===== config.mk =====
export PLATFORM = sky130hd
export DESIGN_NAME = tlb_req_fifo
export DESIGN_NICKNAME = d
export VERILOG_FILES = /design/src/source/mmu_pkg.sv /design/src/source/tlb_req_fifo.sv
export SDC_FILE = /design/constraint.sdc
export NUM_CORES = 1
export LEC_CHECK = 0
export BUFFER_PORTS_ARGS = -buffer_cell sky130_fd_sc_hd__buf_4
export CAP_MARGIN = 20
export CORE_MARGIN = 2
export CORE_UTILIZATION = 50
export CTS_CLUSTER_SIZE = 25
export DETAILED_ROUTE_END_ITERATION = 8
export PLACE_DENSITY = 0.78
export SETUP_SLACK_MARGIN = 0.4
export SLEW_MARGIN = 20
export SYNTH_ARGS = -nofsm -noshare
export SYNTH_HDL_FRONTEND = slang
export SYNTH_SLANG_ARGS = --single-unit
export TNS_END_PERCENT = 30

===== constraint.sdc =====
create_clock -name clk -period 3.55 [get_ports clk]
set_input_delay 0.71 -clock clk [delete_from_list [all_inputs] [get_ports clk]]
set_output_delay 0.71 -clock clk [all_outputs]
set_load 0.01 [all_outputs]

===== src/source/mmu_pkg.sv =====
// Shared widths, enums and page table entry fields of the MMU; modules take them by wildcard import.
package mmu_pkg;

    localparam int VADDR_W    = 32;  // Virtual and physical addresses have the same width.
    localparam int PAGE_OFF_W = 12;  // 4 KiB pages.
    localparam int VPN_W      = 20;  // Virtual page number above the page offset.
    localparam int PPN_W      = 20;  // Physical page number stored in each entry.
    localparam int PT_INDEX_W = 8;   // The flat page table holds 256 entries.

    // Page table entry permission field as written through pt_perm.
    localparam int PTE_PERM_W = 4;  // Valid, read, write and execute.
    localparam int PTE_RWX_W  = 3;  // The TLB keeps only read, write and execute.
    localparam int PTE_V      = 3;  // Entry is present.
    localparam int PTE_R      = 2;  // Loads allowed.
    localparam int PTE_W      = 1;  // Stores allowed.
    localparam int PTE_X      = 0;  // Instruction fetches allowed.

    typedef enum logic [1:0] {
        ACC_LOAD,
        ACC_STORE,
        ACC_FETCH
    } access_kind_t;

    typedef enum logic [1:0] {
        TLB_IDLE,    // Waiting for a request or a pending flush.
        TLB_LOOKUP,  // Lookup retried after a fill.
        TLB_WALK,    // Waiting for the page walker.
        TLB_FLUSH    // Clearing one set per cycle.
    } tlb_state_t;

    typedef enum logic [1:0] {
        WALK_IDLE,
        WALK_READ,
        WALK_REPLY
    } walk_state_t;

    // True when the read, write and execute bits permit the given access kind.
    function automatic logic perm_allows(input logic [PTE_RWX_W-1:0] rwx,
                                         input access_kind_t kind);
        logic ok;
        case (kind)
            ACC_LOAD:  ok = rwx[PTE_R];
            ACC_STORE: ok = rwx[PTE_W];
            ACC_FETCH: ok = rwx[PTE_X];
            default:   ok = 1'b0;  // The unused encoding never grants access.
        endcase
        return ok;
    endfunction

endpackage

===== src/source/tlb_req_fifo.sv =====
// Translation request FIFO between the credit-based request ports and the TLB.
`timescale 1ns/1ps

module tlb_req_fifo
    import mmu_pkg::*;
#(
    parameter int FIFO_DEPTH = 4
) (
    input  logic               clk,
    input  logic               rst,
    input  logic               req_valid,
    input  logic [VADDR_W-1:0] req_vaddr,
    input  access_kind_t       req_kind,
    input  logic               pop,
    output logic               head_valid,
    output logic [VADDR_W-1:0] head_vaddr,
    output access_kind_t       head_kind,
    output logic               credit
);

    localparam int PTR_W = (FIFO_DEPTH > 1) ? $clog2(FIFO_DEPTH) : 1;
    localparam int CNT_W = $clog2(FIFO_DEPTH + 1);  // Counts from zero up to full.

    logic [VADDR_W-1:0] vaddr_mem [FIFO_DEPTH];
    access_kind_t       kind_mem [FIFO_DEPTH];
    logic [PTR_W-1:0]   wr_ptr;
    logic [PTR_W-1:0]   rd_ptr;
    logic [CNT_W-1:0]   count;

    // Pointers wrap explicitly so a depth that is not a power of two also works.
    function automatic logic [PTR_W-1:0] next_ptr(input logic [PTR_W-1:0] ptr);
        return (ptr == PTR_W'(FIFO_DEPTH - 1)) ? '0 : ptr + 1'b1;
    endfunction

    always_ff @(posedge clk) begin
        if (req_valid) begin
            vaddr_mem[wr_ptr] <= req_vaddr;  // The requester never sends without a credit.
            kind_mem[wr_ptr]  <= req_kind;
        end
    end

    always_ff @(posedge clk) begin
        if (rst) begin
            wr_ptr <= '0;
            rd_ptr <= '0;
            count  <= '0;
            credit <= 1'b0;
        end else begin
            credit <= pop;  // Each popped entry frees one slot for the requester.
            if (req_valid) begin
                wr_ptr <= next_ptr(wr_ptr);
            end
            if (pop) begin
                rd_ptr <= next_ptr(rd_ptr);
            end
            count <= count + CNT_W'(req_valid) - CNT_W'(pop);
        end
    end

    assign head_valid = (count != '0);   // A write at one edge is visible right after it.
    assign head_vaddr = vaddr_mem[rd_ptr];
    assign head_kind  = kind_mem[rd_ptr];

endmodule


### Word-level counts from Yosys, hierarchy flattened

Memories as Yosys holds them, arrays and structs flattened. A register that Yosys moved wholly into a read port is not among the register bits.
Cells that the tools add are included.

* logic and storage cells: 21
* bits in writable memories: 136
* output and inout port bits: 36
* bits in registers: 8
* input port bits: 38
* memories: 2

* add/sub/neg operators: 4
* muxes and demuxes: 8
* reduce and logical (&&, ||, !) cells: 1
* equality and inequality tests: 2

Memory list
* vaddr_mem: words 4, bits a word 32, rd ports 1, clocked after memory_dff 1, wr ports 1, RTL line tlb_req_fifo.sv:24 `logic [VADDR_W-1:0] vaddr_mem [FIFO_DEPTH];`
* kind_mem: words 4, bits a word 2, rd ports 1, clocked after memory_dff 1, wr ports 1, RTL line tlb_req_fifo.sv:25 `access_kind_t kind_mem [FIFO_DEPTH];`

Operators with widths (number)
* two-way mux 2 bit: 6
* adder 2 x 1 -> 2 bit (second input constant): 2
* == test 2 bit (second input constant): 2
* adder 3 x 1 -> 3 bit: 1
* nonzero test 3 bit: 1
* subtractor 3 x 1 -> 3 bit: 1
* two-way mux 1 bit: 2

### Logic depth before layout (Yosys ltp)

* word-level depth: 4
* depth in mapped cells: 8
* mapped depth without buffers: 8

### Worst setup path before layout

No wires, ideal clock.

* path type: input -> register
* start point: input port req_valid
* end point: memory kind_mem[0][0] in the netlist's numbering, enable pin
* buffers on the path: 0
* stages: 1
* library setup time: 0.394 ns
* path slack: 1.608 ns
* required time: 3.156 ns
* arrival time: 1.548 ns
* cell sequence: and2_1

* longest elaborated chain between the ends: 2

Ends and longest elaborated chain
* start, declared: RTL line tlb_req_fifo.sv:11 `input logic req_valid,`
* two-way mux 1 bit: RTL line tlb_req_fifo.sv:36 `if (req_valid) begin`
* two-way mux 1 bit (implied by the code): RTL line tlb_req_fifo.sv:38 `kind_mem[wr_ptr] <= req_kind;`
* end, declared: RTL line tlb_req_fifo.sv:25

Every way passes these cells.

==> flow_summary.json <==
{
  "outcome": "finished clean",
  "die-area_um2": 11700,
  "grt_pass1_wl_mm": 13.5,
  "grt_max_degree": 35,
  "timing.critical_path.mode_cell": "buf_4",
  "r2r_end": "vaddr_mem[0][2]",
  "clk_latency_ns": 0.50,
  "setup_viol": 0,
  "grt_overflow": 0,
  "htree_levels": 4,
  "ir_drop_mv": 0.251,
  "stdcell_area_um2": 6640,
  "track_usage_pct": 16.1,
  "synth.area.top_cells": "edfxtp_1, mux4_2, dfxtp_1",
  "synth_nets": 267,
  "max_clock_freq_mhz": 342,
  "ys_ff_latch": 146,
  "die_x_um": 108,
  "finalHoldViolations": 0,
  "cts_root_buf": "clkbuf_8",
  "numClockSinks": 146,
  "path_class": "flop to output port",
  "r2r_slack_ns": 1.80,
  "synth_cell_type_count": 20,
  "tightest_slew_ns": 0.933,
  "p_seq_share_pct": 49.7,
  "antennaDiodeCount": 0,
  "hold-path-endpoint": "vaddr_mem[3][6]",
  "num_vias": 2437,
  "fin_crit_sh_pct": 82.5,
  "yosysSeqAreaShare_pct": 79.0,
  "first_iter_violations": 115,
  "cp_cell_sequence": "buf_4, mux4_2, buf_4",
  "fin_nets": 353,
  "share_comb_of_total_power_pct": 8.8,
  "rsz0062_at_grt": "no",
  "cts-resized-gates": 0,
  "place.gp.congestion": 0.705,
  "wl_per_cell_um": 18.8,
  "worstPathArrival_ns": 2.22,
  "holdWs_ns": 0.405,
  "setup_ws_ns": 0.622,
  "final_max_slew_viol_count": 0,
  "synth_top_area_cell": "edfxtp_1",
  "end_kind": "output port",
  "cellLeakagePower_nw": 2.30,
  "clock_path_buffers": 2,
  "antenna_found_initial": 0,
  "clk_pin_slew_ns": 0.06,
  "yosysWarnings": 0,
  "layout-drive-gt1-share_pct": 43.1,
  "yosysTopAreaCellShare_pct": 75.3,
  "syn_avg_cell_area_um2": 24.5,
  "clockPowerShare_pct": 41.4,
  "cellPowerDensity_nw_per_um2": 608,
  "min_path_type": "input port to flop",
  "core.rowCount": 38,
  "port_buffers": 73,
  "postCtsSetupBuffers": 0,
  "cts_hold_buf": 0,
  "final.min_clock_period_ns": 2.93,
  "syn_inst": 221,
  "p_sw_uw": 815,
  "nFillCells": 737,
  "fp.coreArea_um2": 10700,
  "drv_cap": 0,
  "totalNegativeSetupSlack_ns": 0,
  "ios": 74,
  "drt.antenna.violating_nets": 0,
  "path_max_fanout": 16,
  "tritoncts": "yes",
  "routed_wl_mm": 8.64,
  "synth_area_um2": 5420,
  "drc_errors": 0,
  "avgViaCountPerCell": 5.30,
  "dp_hpwl_mm": 5.08,
  "sw_frac_of_total_pct": 20.2,
  "worst_path_max_delay_cell": "dfxtp_2",
  "worstPathRequired_ns": 2.84,
  "reg2reg_from": "wr_ptr[0]",
  "syn2layout_area_growth_pct": 22.5,
  "post_dp_cell_area_um2": 6080,
  "crit_buf_inv": 2,
  "start_util_pct": 50.7,
  "pre_cts_ws_ns": 1.08,
  "firstDrtPassIters": 4,
  "min-delay-start": "req_vaddr[6]",
  "intPower_mw": 3.22,
  "cts_buffers": 17,
  "maxSlewHeadroom_pct": 37.8,
  "start_kind": "flop",
  "finalNonFillerCells": 460,
  "dpl.cell_count": 428,
  "cpPeakStageDelay_ns": 0.66,
  "grt_pass1_vias": 2583,
  "skew_ns": 0.00515,
  "critical-path-top-delay-family": "flip-flops",
  "whs_path_depth": 1,
  "chipHeight_um": 108,
  "r2r_cells": 3
}
-- through the flow --
stage | power [mW] | utilization, %
6_report | 4.04 | 62.1
5_1_grt | 4.18 | 62.1
4_1_cts | 4.08 | 62.1
3_5_place_dp | 2.41 | 56.8
3_3_place_gp | 2.39 | 56.8
2_1_floorplan | 2.24 | -
-- worst max-delay path by stage --
stage,endpoint,slack [ns],depth (start not counted)
2_1_floorplan,kind_mem[0][0],1.61,1
3_3_place_gp,head_vaddr[17],1.12,3
3_5_place_dp,head_vaddr[17],1.08,3
4_1_cts,head_vaddr[17],0.53,3
5_1_grt,head_vaddr[2],0.46,3
6_report,head_vaddr[17],0.62,3
-- synth_stat cells --
| cell type | count |
|---|---|
| edfxtp_1 | 136 |
| mux4_2 | 30 |
| dfxtp_1 | 10 |
| ha_1 | 7 |
| inv_1 | 5 |
| and2_1 | 4 |
| mux4_1 | 4 |
| nor2_1 | 4 |
| buf_12 | 3 |
| buf_2 | 3 |
| a21oi_1 | 2 |
| mux2i_1 | 2 |
| nand2b_1 | 2 |
| nor2b_1 | 2 |
| or3b_2 | 2 |
| buf_6 | 1 |
| clkbuf_1 | 1 |
| fa_1 | 1 |
| or3_1 | 1 |
| xnor3_1 | 1 |
-- worst register-to-register path: stages (launching register included) --
cell	delay [ns]
dfxtp_1	0.35
inv_1	0.10
ha_1	0.15
and2_2	0.76
-- state kept, by name, summed over array words and instances (netlist names), named ones only --
signal / flops
kind_mem: 8
vaddr_mem: 128
credit: 1
wr_ptr: 2
count: 3
rd_ptr: 2
-- per-layer routing --
layer  vias up  share of wire (%)  track usage (%)  wire [um]
li1       1094                  -                -          -
met5         -                  0                0          0
met1      1268                 43             20.9       3730
met2        70                 51             25.5       4380
met4         0                1.0             6.04         88
met3         5                5.1             5.49        437
-- layout make-up --
class,instances,area [um^2],area share (%)
Tap cell,140,175,2.64
Inverter,5,18.8,0.283
Timing Repair Buffer,75,563,8.48
Sequential cell,146,4290,64.5
Clock buffer,18,418,6.29
Multi-Input combinational cell,62,1030,15.6
Clock inverter,14,145,2.19
-- cell families (layout without fill, tap and decap cells) --
| kind of cell | after synthesis | in the layout | share of synthesized area (%) |
|---|---|---|---|
| adders and majority gates | 8 | 8 | 1.98 |
| buffers and inverters | 13 | 112 | 2.01 |
| and+or+nand+nor | 15 | 15 | 1.64 |
| xor gates and xnor gates | 1 | 1 | 0.415 |
| muxes | 36 | 36 | 14.8 |
| DFF | 146 | 146 | 79.0 |
| AOI/OAI and AO/OA | 2 | 2 | 0.185 |
-- power groups by stage --
stage	Combinational, mW	Clock [mW]	Sequential (mW)
global placement	0.352	0	2.04
detailed placement	0.361	0	2.05
global route	0.389	1.77	2.02
floorplan	0.221	0	2.02
CTS	0.363	1.70	2.01
finish	0.355	1.67	2.01
-- cells in the final DEF (no fill, tap or decap), drive strengths merged --
master	Yosys	layout
a21oi	2	2
and2	4	4
buf	7	75
bufinv	0	3
clkbuf	1	18
clkinv	0	8
clkinvlp	0	3
dfxtp	10	10
edfxtp	136	136
fa	1	1
ha	7	7
inv	5	5
mux2i	2	2
mux4	34	34
nand2b	2	2
nor2	4	4
nor2b	2	2
or3	1	1
or3b	2	2
xnor3	1	1
(Power assumes the default switching activity.)
