`config.mk`:
```
export PLATFORM = sky130hd
export DESIGN_NAME = tlb
export DESIGN_NICKNAME = d
export VERILOG_FILES = /design/src/source/mmu_pkg.sv /design/src/source/tlb.sv /design/src/source/lut_ram.sv
export SDC_FILE = /design/constraint.sdc
export NUM_CORES = 2
export LEC_CHECK = 0
export ABC_CLOCK_PERIOD_IN_PS = 5700
export CAP_MARGIN = 15
export CORE_UTILIZATION = 50
export DETAILED_ROUTE_END_ITERATION = 8
export DONT_BUFFER_PORTS = 1
export GPL_TIMING_DRIVEN = 0
export SKIP_CTS_REPAIR_TIMING = 1
export SLEW_MARGIN = 20
export SYNTH_ARGS = -nofsm -noshare
export SYNTH_HDL_FRONTEND = slang
export SYNTH_SLANG_ARGS = --single-unit
export TNS_END_PERCENT = 20
```
`constraint.sdc`:
```
create_clock -name clk -period 5.7 [get_ports clk]
set_input_delay 0.855 -clock clk [delete_from_list [all_inputs] [get_ports clk]]
set_output_delay 0.855 -clock clk [all_outputs]
set_load 0.03 [all_outputs]
```
`src/source/mmu_pkg.sv`:
```
// Shared widths, enums and page table entry fields of the MMU; modules take them by wildcard import.
package mmu_pkg;

    localparam int VADDR_W    = 32;  // Virtual and physical addresses have the same width.
    localparam int PAGE_OFF_W = 12;  // 4 KiB pages.
    localparam int VPN_W      = 20;  // Virtual page number above the page offset.
    localparam int PPN_W      = 20;  // Physical page number stored in each entry.
    localparam int PT_INDEX_W = 8;   // The flat page table holds 256 entries.

    // Page table entry permission field as written through pt_perm.
    localparam int PTE_PERM_W = 4;  // Valid, read, write and execute.
    localparam int PTE_RWX_W  = 3;  // The TLB keeps only read, write and execute.
    localparam int PTE_V      = 3;  // Entry is present.
    localparam int PTE_R      = 2;  // Loads allowed.
    localparam int PTE_W      = 1;  // Stores allowed.
    localparam int PTE_X      = 0;  // Instruction fetches allowed.

    typedef enum logic [1:0] {
        ACC_LOAD,
        ACC_STORE,
        ACC_FETCH
    } access_kind_t;

    typedef enum logic [1:0] {
        TLB_IDLE,    // Waiting for a request or a pending flush.
        TLB_LOOKUP,  // Lookup retried after a fill.
        TLB_WALK,    // Waiting for the page walker.
        TLB_FLUSH    // Clearing one set per cycle.
    } tlb_state_t;

    typedef enum logic [1:0] {
        WALK_IDLE,
        WALK_READ,
        WALK_REPLY
    } walk_state_t;

    // True when the read, write and execute bits permit the given access kind.
    function automatic logic perm_allows(input logic [PTE_RWX_W-1:0] rwx,
                                         input access_kind_t kind);
        logic ok;
        case (kind)
            ACC_LOAD:  ok = rwx[PTE_R];
            ACC_STORE: ok = rwx[PTE_W];
            ACC_FETCH: ok = rwx[PTE_X];
            default:   ok = 1'b0;  // The unused encoding never grants access.
        endcase
        return ok;
    endfunction

endpackage
```
`src/source/tlb.sv`:
```
// Set-associative TLB with round-robin fill, permission check, walker hand-off and set-by-set flush.
`timescale 1ns/1ps

module tlb
    import mmu_pkg::*;
#(
    parameter int WAYS  = 2,
    parameter int DEPTH = 16
) (
    input  logic                 clk,
    input  logic                 rst,
    input  logic                 tlb_on,
    input  logic                 flush,
    input  logic                 fifo_valid,
    input  logic [VADDR_W-1:0]   fifo_vaddr,
    input  access_kind_t         fifo_kind,
    output logic                 fifo_pop,
    output logic                 walk_req,
    output logic [VPN_W-1:0]     walk_vpn,
    output access_kind_t         walk_kind,
    input  logic                 walk_done,
    input  logic [PPN_W-1:0]     walk_ppn,
    input  logic [PTE_RWX_W-1:0] walk_perm,
    input  logic                 walk_fault,
    output logic                 resp_valid,
    output logic [VADDR_W-1:0]   resp_paddr,
    output logic                 resp_fault
);

    localparam int SET_W = $clog2(DEPTH);  // Set index sits just above the page offset.
    localparam int TAG_W = VPN_W - SET_W;  // The rest of the VPN forms the tag.

    typedef struct packed {
        logic                 valid;
        logic [TAG_W-1:0]     tag;
        logic [PPN_W-1:0]     ppn;
        logic [PTE_RWX_W-1:0] rwx;
    } tlb_entry_t;

    tlb_state_t           state;
    logic                 flush_pending;  // Set by a flush pulse and held until the sweep starts.
    logic [SET_W-1:0]     flush_cnt;
    logic [WAYS-1:0]      victim_way;     // One-hot fill pointer.
    logic [VADDR_W-1:0]   req_vaddr;      // Request currently being translated.
    access_kind_t         req_kind;
    logic [VADDR_W-1:0]   look_vaddr;
    access_kind_t         look_kind;
    logic [SET_W-1:0]     look_set;
    logic [TAG_W-1:0]     look_tag;
    tlb_entry_t           way_entry [WAYS];
    logic [WAYS-1:0]      tag_hit;
    logic                 hit;
    logic [PPN_W-1:0]     hit_ppn;
    logic [PTE_RWX_W-1:0] hit_rwx;
    logic                 look_go;
    logic                 miss;
    logic                 fill;
    logic                 flushing;
    logic [WAYS-1:0]      way_we;
    logic [SET_W-1:0]     wr_set;
    tlb_entry_t           new_entry;

    // A new request is looked up straight from the FIFO head; a retry uses the held copy.
    assign look_vaddr = (state == TLB_IDLE) ? fifo_vaddr : req_vaddr;
    assign look_kind  = (state == TLB_IDLE) ? fifo_kind : req_kind;
    assign look_set   = look_vaddr[PAGE_OFF_W +: SET_W];
    assign look_tag   = look_vaddr[VADDR_W-1 -: TAG_W];

    for (genvar g = 0; g < WAYS; g++) begin : g_way
        lut_ram #(
            .WIDTH ($bits(tlb_entry_t)),
            .DEPTH (DEPTH)
        ) u_way_ram (
            .clk   (clk),
            .we    (way_we[g]),
            .waddr (wr_set),
            .wdata (new_entry),
            .raddr (look_set),
            .rdata (way_entry[g])
        );
    end

    always_comb begin
        hit_ppn = '0;
        hit_rwx = '0;
        for (int i = 0; i < WAYS; i++) begin
            tag_hit[i] = way_entry[i].valid && (way_entry[i].tag == look_tag);
            if (tag_hit[i]) begin
                hit_ppn = way_entry[i].ppn;  // At most one way holds a given tag.
                hit_rwx = way_entry[i].rwx;
            end
        end
    end

    assign hit       = |tag_hit;
    assign fifo_pop  = (state == TLB_IDLE) && fifo_valid && !flush_pending;
    assign look_go   = fifo_pop || (state == TLB_LOOKUP);
    assign miss      = look_go && tlb_on && !hit;  // Translation off never misses.
    assign fill      = (state == TLB_WALK) && walk_done && !walk_fault;
    assign flushing  = (state == TLB_FLUSH);
    assign way_we    = flushing ? {WAYS{1'b1}} : (fill ? victim_way : '0);
    assign wr_set    = flushing ? flush_cnt : req_vaddr[PAGE_OFF_W +: SET_W];
    assign new_entry = '{valid: !flushing,
                         tag:   req_vaddr[VADDR_W-1 -: TAG_W],
                         ppn:   walk_ppn,
                         rwx:   walk_perm};  // A flush writes the entry invalid.

    assign walk_vpn  = req_vaddr[VADDR_W-1 -: VPN_W];
    assign walk_kind = req_kind;

    always_ff @(posedge clk) begin
        if (fifo_pop) begin
            req_vaddr <= fifo_vaddr;  // Kept for the walk and the retry.
            req_kind  <= fifo_kind;
        end
    end

    always_ff @(posedge clk) begin
        if (look_go) begin
            if (!tlb_on) begin
                resp_paddr <= look_vaddr;  // Pass-through mode.
                resp_fault <= 1'b0;
            end else begin
                resp_paddr <= {hit_ppn, look_vaddr[PAGE_OFF_W-1:0]};
                resp_fault <= !perm_allows(hit_rwx, look_kind);
            end
        end else if (walk_done && walk_fault) begin
            resp_paddr <= req_vaddr;  // No translation exists so the virtual address is echoed.
            resp_fault <= 1'b1;
        end
    end

    always_ff @(posedge clk) begin
        if (rst) begin
            state         <= TLB_IDLE;
            flush_pending <= 1'b1;  // RAM contents are unknown after power-up so clear them first.
            flush_cnt     <= '0;
            victim_way    <= WAYS'(1);
            walk_req      <= 1'b0;
            resp_valid    <= 1'b0;
        end else begin
            victim_way <= (victim_way << 1) | (victim_way >> (WAYS - 1));  // Rotates every cycle.
            resp_valid <= (look_go && !miss) || (state == TLB_WALK && walk_done && walk_fault);
            if (flush) begin
                flush_pending <= 1'b1;
            end
            if (miss) begin
                walk_req <= 1'b1;  // Held until the walker answers.
            end else if (walk_done) begin
                walk_req <= 1'b0;
            end
            case (state)
                TLB_IDLE: begin
                    if (flush_pending) begin
                        state         <= TLB_FLUSH;
                        flush_pending <= flush;  // A pulse arriving now starts another sweep.
                        flush_cnt     <= '0;
                    end else if (miss) begin
                        state <= TLB_WALK;
                    end
                end
                TLB_LOOKUP: begin
                    state <= miss ? TLB_WALK : TLB_IDLE;
                end
                TLB_WALK: begin
                    if (walk_done) begin
                        state <= walk_fault ? TLB_IDLE : TLB_LOOKUP;  // Retry after a fill.
                    end
                end
                TLB_FLUSH: begin
                    flush_cnt <= flush_cnt + 1'b1;
                    if (flush_cnt == SET_W'(DEPTH - 1)) begin
                        state <= TLB_IDLE;  // Exactly DEPTH cycles in this state.
                    end
                end
                default: begin
                    state <= TLB_IDLE;
                end
            endcase
        end
    end

endmodule

```
`src/source/lut_ram.sv`:
```
// Memory with one registered write port and a combinational read port; the TLB uses one per way.
`timescale 1ns/1ps

module lut_ram #(
    parameter int WIDTH = 32,
    parameter int DEPTH = 16
) (
    input  logic                     clk,
    input  logic                     we,
    input  logic [$clog2(DEPTH)-1:0] waddr,
    input  logic [WIDTH-1:0]         wdata,
    input  logic [$clog2(DEPTH)-1:0] raddr,
    output logic [WIDTH-1:0]         rdata
);

    logic [WIDTH-1:0] mem [DEPTH];  // Small enough to map onto distributed LUT RAM.

    always_ff @(posedge clk) begin
        if (we) begin
            mem[waddr] <= wdata;  // Written data is readable from the next cycle on.
        end
    end

    assign rdata = mem[raddr];  // Asynchronous read so a lookup completes in one cycle.

endmodule

```
# --- Word level (Yosys, flattened, before mapping) ---
# Memory sizes are Yosys's and may differ from the RTL's.
# Cells that the tools add are included.
totals:
  ff_bits: 78
  ramBits: 1280
  input_bits: 64
  output_inout_bits: 58
  wordCells: 89
  memories: 2
mem_list:
  columns: ["memory", "depth", "word_bits", "rd", "rd_clocked_by_memory_dff", "wr", "line_no", "source"]
  rows:
  - ["g_way[0].u_way_ram.mem", 16, 40, 1, 0, 1, "lut_ram.sv:16", "logic [WIDTH-1:0] mem [DEPTH];"]
  - ["g_way[1].u_way_ram.mem", 16, 40, 1, 0, 1, "lut_ram.sv:16", null]
op_classes:
  add_sub_neg: 1
  eq_ne: 12
  mux: 36
  n_bitwise: 1
  n_reduce_logical: 27
ops:
  columns: ["op", "count"]
  rows:
  - ["two-way mux 32 bit", 4]
  - ["two-way mux 20 bit", 2]
  - ["== test 16 bit", 2]
  - ["two-way mux 2 bit", 8]
  - ["two-way mux 1 bit", 15]
  - ["logical AND 1 bit", 11]
  - ["two-way mux 4 bit", 2]
  - ["one-hot mux 2 bit (4 select lines)", 1]
  - ["one-hot mux 4 bit (2 select lines)", 1]
  - ["== test 2 bit (second input constant)", 3]
  - ["logical NOT 1 bit", 6]
  - ["two-way mux 3 bit", 2]
  - ["nonzero test 2 bit", 3]
  - ["adder 4 x 1 -> 4 bit (second input constant)", 1]
  - ["== test 2 x 1 -> 1 bit (second input constant)", 2]
  - ["== test 4 bit (second input constant)", 1]
  - ["logical NOT 2 bit", 2]
  - ["inequality test 2 bit (second input constant)", 2]
  - ["inequality test 3 bit (second input constant)", 1]
  - ["one-hot mux 1 bit (3 select lines)", 1]
  - ["AND reduction 3 bit", 1]
  - ["logical OR 1 bit", 2]
  - ["inequality test 2 x 1 -> 1 bit (second input constant)", 1]
  - ["bitwise OR 2 x 1 -> 2 bit", 1]
  - ["2 further kinds", 2]

# --- Depth between registers and ports, before layout ---
# An unclocked memory read counts as a cell.
depth:
  ltp_word: 13
  depth_mapped: 17
  depth_no_buf: 11

# --- Modules after synthesis ---
# A second synthesis with hierarchy kept.
unflattened:
  hier_cells: 2427
  hier_area_um2: 53244.8
by_module_without_submodules:
  columns: ["module", "instances", "cells_per_inst", "area_per_inst_um2", "seq_area_each_um2"]
  rows:
  - ["lut_ram", 2, 1000, 24330.8, 19218.4]
  - ["tlb", 1, 427, 4583.1, 2232.1]

# --- Worst setup path before layout ---
# OpenSTA, ideal clock, no wires.
synth_path:
  path_type: "register to register"
  start: "register state[1]"
  end: "memory g_way[0].u_way_ram.mem[6][0] (netlist bit), enable pin"
  setup_ns: 0.438
  arrival_ns: 3.975
  required_time_ns: 5.262
  setup_slack_ns: 1.288
  path_stages_with_launch: 10
  n_path_buf: 3
  synth_period_minus_slack_ns: 4.412
  cell_sequence: "dfxtp_1 -> buf_4 -> clkbuf_1 -> inv_1 -> nor2_1 -> inv_1 -> clkbuf_1 -> o21ai_0 -> nand2_1 -> nor2_1"
synth_via:
  elab_chain_len: 7
  word_cells_on_any_way: 9
  cone_classes: "eq/ne (2); mux (5); reduce/logical (2)"
synth_lines:
  columns: ["element", "line_no", "source"]
  rows:
  - ["from (decl)", "tlb.sv:40", "tlb_state_t state;"]
  - ["from (signal assigned)", "tlb.sv:163", "state <= miss ? TLB_WALK : TLB_IDLE;"]
  - ["from (signal assigned)", "tlb.sv:167", "state <= walk_fault ? TLB_IDLE : TLB_LOOKUP;"]
  - ["== test 2 bit", "tlb.sv:99", "assign fill = (state == TLB_WALK) && walk_done && !walk_fault;"]
  - ["logical AND 1 bit (2 in series)", "tlb.sv:99", null]
  - ["two-way mux 2 bit (2 in series)", "tlb.sv:101", "assign way_we = flushing ? {WAYS{1'b1}} : (fill ? victim_way : '0);"]
  - ["two-way mux 1 bit", "lut_ram.sv:19", "if (we) begin"]
  - ["two-way mux 1 bit (implied by the code)", "lut_ram.sv:20", "mem[waddr] <= wdata;"]
  - ["to (decl)", "lut_ram.sv:16", null]
# Parallel ways exist; a longest one is shown, timed or not.

# --- Final worst setup path ---
layout_path:
  start: "register state[1]"
  end: "register resp_paddr[14] (data pin)"
layout_via:
  elab_chain_len: 9
  word_cells_on_any_way: 16
  cone_classes: "eq/ne (3); mux (5); reduce/logical (6); memory (2)"
layout_lines:
  columns: ["element", "line_no", "source"]
  rows:
  - ["logical NOT 2 bit", "tlb.sv:64, tlb.sv:96", null]
  - ["two-way mux 32 bit", "tlb.sv:64", "assign look_vaddr = (state == TLB_IDLE) ? fifo_vaddr : req_vaddr;"]
  - ["memory (16 x 40 bit)", null, null]
  - ["== test 16 bit", "tlb.sv:87", "tag_hit[i] = way_entry[i].valid && (way_entry[i].tag == look_tag);"]
  - ["logical AND 1 bit", "tlb.sv:87", null]
  - ["two-way mux 20 bit (2 in series)", "tlb.sv:88", "if (tag_hit[i]) begin"]
  - ["two-way mux 32 bit", "tlb.sv:120", "if (!tlb_on) begin"]
  - ["two-way mux 32 bit (*)", "tlb.sv:119", "if (look_go) begin"]
  - ["to (signal assigned)", "tlb.sv:121", "resp_paddr <= look_vaddr;"]
  - ["to (signal assigned)", "tlb.sv:124", "resp_paddr <= {hit_ppn, look_vaddr[PAGE_OFF_W-1:0]};"]
  - ["to (signal assigned)", "tlb.sv:128", "resp_paddr <= req_vaddr;"]
  - ["to (decl)", "tlb.sv:26", "output logic [VADDR_W-1:0] resp_paddr,"]
# Every way passes the cells marked *; elsewhere a longest branch is shown, timed or not.
# A chain may end at the register's enable or synchronous reset.

==> metrics.txt <==
GRT Overall Usage=30.87%; Post-Layout Cell Count=5428; DR vias=34410; post-synthesis sequential area ratio=74.17%; cells after synthesis=3673; WHS=181.3 ps; r2r setup slk=-160 ps; CP dominant cell by count=buf_2; worst skew pair latency=slightly below 800 ps; Fin Clk Skew=30.29 ps; async set-reset flop share out of synthesis=0%; Longest Clk Path Bufs=3; clock root cell=clkbuf_16; Setup Slack @ Placement=-795.9 ps; Max VDD drop=0.0002958 V; Critical Path AT=approximately 6300 ps; CP Launch Type=flip-flop; cell area after placement=58900 sq um; Post-DP HPWL=between 100000 and 150000 um; Ports=122; failing checks=negative setup slack; RSZ-0062 raised after global routing=true; post-layout instance area=63280 sq um; Synthesis Warnings=0; DR vias/cell=6.340; worst hold-check path type=primary input to flip-flop; Nets=3975; CP max stage delay=slightly below 700 ps; # clock sinks=1358; synthesized area=54830 sq um; RR Startpoint=state[1]; Die Area=approximately 110000 sq um; Slew HR=13.69%; Final TNS setup=-553.2 ps; clock slew seen by the registers of the worst setup and hold paths=60 ps; critical path cell sequence=buf_4 > nor2_4 > mux2_2 > buf_2 > buf_2 > buf_2 > mux2i_2 > xor2_1 > nand3_1 > nor4_4 > buf_6 > a21oi_1 > a211oi_2; Post-synth top flop=edfxtp_1; count of final max-slew check failures=0; Worst Setup End Kind=flip-flop; Overflow after GRT=0; #FFs+latches synth=between 1000 and 1500; layout cell share with drive strength beyond 1=15.08%; port bufs=0; Starting Density=between 50% and 60%; critical path type=flip-flop to flip-flop; worst r2r path cells=13; power per cell area=420.3 nW/um^2; post-layout min period=between 5000 and 6000 ps; Mean Syn Cell Area=roughly 15 sq um; Die H=333.2 um; CP required=6170 ps; Routed WL=172100 um; placed cells=5180; Core Rows=approximately 120; EDFF count, synth=1347; gpl congestion=0.9599; Clock H-tree levels=4; area leader, netlist=edfxtp_1; Synth top area share=approximately 74%; DR pass1 iterations=6; initial antenna violation count=7; Area Overhead vs Synth=15.42%; WL per Instance=about 32 um; crit path max-delay cell type=nor4_4; largest net degree at the start of global routing=36; crit path launch=state[1]; first-pass GRT wire length=241300 um; DRC errors left=0; Num CTS Buffers=142; crit share post-route=102.9%; Distinct cells, synth=a little under 80; DR iter-0 viols=4695; Synth area leaders=edfxtp_1 74%, nand2_1 5.0%, mux2i_1 2.9%; post-route ant nets=0; Post-synth top cells=1347 x edfxtp_1, 727 x nand2_1, 304 x nand3_1; die width=about 330 um; worst setup path end=resp_paddr[14]; number of global-route vias before repair=between 30000 and 40000; r2r endpoint=resp_paddr[14]; outcome=finished, violations left; core area=approximately 110000 sq um; final setup fails=7; crit path max fanout=10; Lkg Pwr=20.94 nW; count leader, synth=edfxtp_1; final worst setup slack=-162.8 ps; fmax=between 150 and 200 MHz; max cap viols=0; Final Hold Fails=0; worst slew pin tran=1259 ps; Syn Nets=3738; TritonCTS clock tree=built
routing by layer:
metal / track usage [%] / vias to the layer above / wire length (um) / part of all wire [%]
li1: - / 14600 / - / -
met1: 41.30 / 17490 / 67000 / 39
met2: 48.48 / 1946 / 79980 / 46
met3: 7.948 / 372 / 17910 / 10
met4: 12.07 / 10 / 6789 / 3.9
met5: 0 / - / 427 / 0.25
cells by family (layout without fill, tap and decap cells):
logic type	count (synthesis)	after routing	synth area share [%]
DFF	1358	1358	74.17
and+or+nand+nor	1289	1289	10.53
AOI/OAI and AO/OA	486	486	6.342
buffers and inverters	258	597	2.355
muxes	253	253	6.127
xor gates and xnor gates	28	28	0.4473
adders and majority gates	1	1	0.02282
other	0	2	0
per-stage QoR:
stage,power [mW],utilization [%]
global placement,17.68,52.00
floorplan,15.26,-
global route,27.27,58.13
finish,26.60,58.14
detailed placement,17.80,54.11
CTS,26.48,58.07
cell type report:
class | instances | area, sq um
Fill cell | 8428 | 45570
Sequential cell | 1358 | 40670
Multi-Input combinational cell | 2057 | 13220
Clock buffer | 186 | 3782
Timing Repair Buffer | 93 | 1998
Tap cell | 1414 | 1769
Buffer | 252 | 1292
Clock inverter | 60 | 521.8
Inverter | 6 | 22.52
Antenna cell | 2 | 5.005
worst min path at each step:
stage | startpoint | end | slack (ps) | cells after the start
2_1_floorplan | victim_way[1] | victim_way[0] | 420 | 1
3_3_place_gp | victim_way[1] | victim_way[0] | 430 | 1
3_5_place_dp | victim_way[1] | victim_way[0] | 460 | 1
4_1_cts | walk_ppn[14] | g_way[0].u_way_ram.mem[13][17] | 150 | 0
5_1_grt | fifo_vaddr[7] | req_vaddr[7] | 170 | 0
6_report | walk_ppn[17] | g_way[0].u_way_ram.mem[11][20] | 180 | 0
report_power, final:
part / internal, mW / switching [mW] / leakage [nW]
clock: 4.95 / 3.87 / 2.09
sequential: 11.2 / 0.192 / 12.2
combinational: 1.93 / 4.48 / 6.64
cell usage in the layout, fill, tap and decap left out, types with 29 or more instances in the layout:
cell	n
a211oi_1	31
nor2_1	33
and3_1	49
nand4_1	33
buf_16	33
nand2_1	727
buf_4	45
nor2_4	33
a21oi_1	91
clkbuf_16	145
o22ai_1	51
buf_12	40
edfxtp_1	1347
mux2i_1	151
buf_2	62
o211ai_1	35
mux4_2	62
nand2b_1	29
clkbuf_1	143
a311oi_1	47
nand3_1	304
o21ai_0	63
worst max-delay path: cells and delay by family (launching register included):
kind / cells / cell delay (ps)
XOR/XNOR: 1 / 320
AO/OA/AOI/OAI: 2 / 760
multiplexers: 2 / 900
flip-flops: 1 / 380
buffers and inverters: 5 / 1940
AND/OR/NAND/NOR: 3 / 1250
sequential cells by signal, indices dropped and copies added (netlist names):
signal	cells
g_way.u_way_ram.mem	1280
victim_way	2
req_vaddr	32
walk_req	1
resp_paddr	32
flush_pending	1
resp_fault	1
state	2
walk_kind	2
resp_valid	1
flush_cnt	4
No activity file was read; power rests on OpenSTA's default activity.
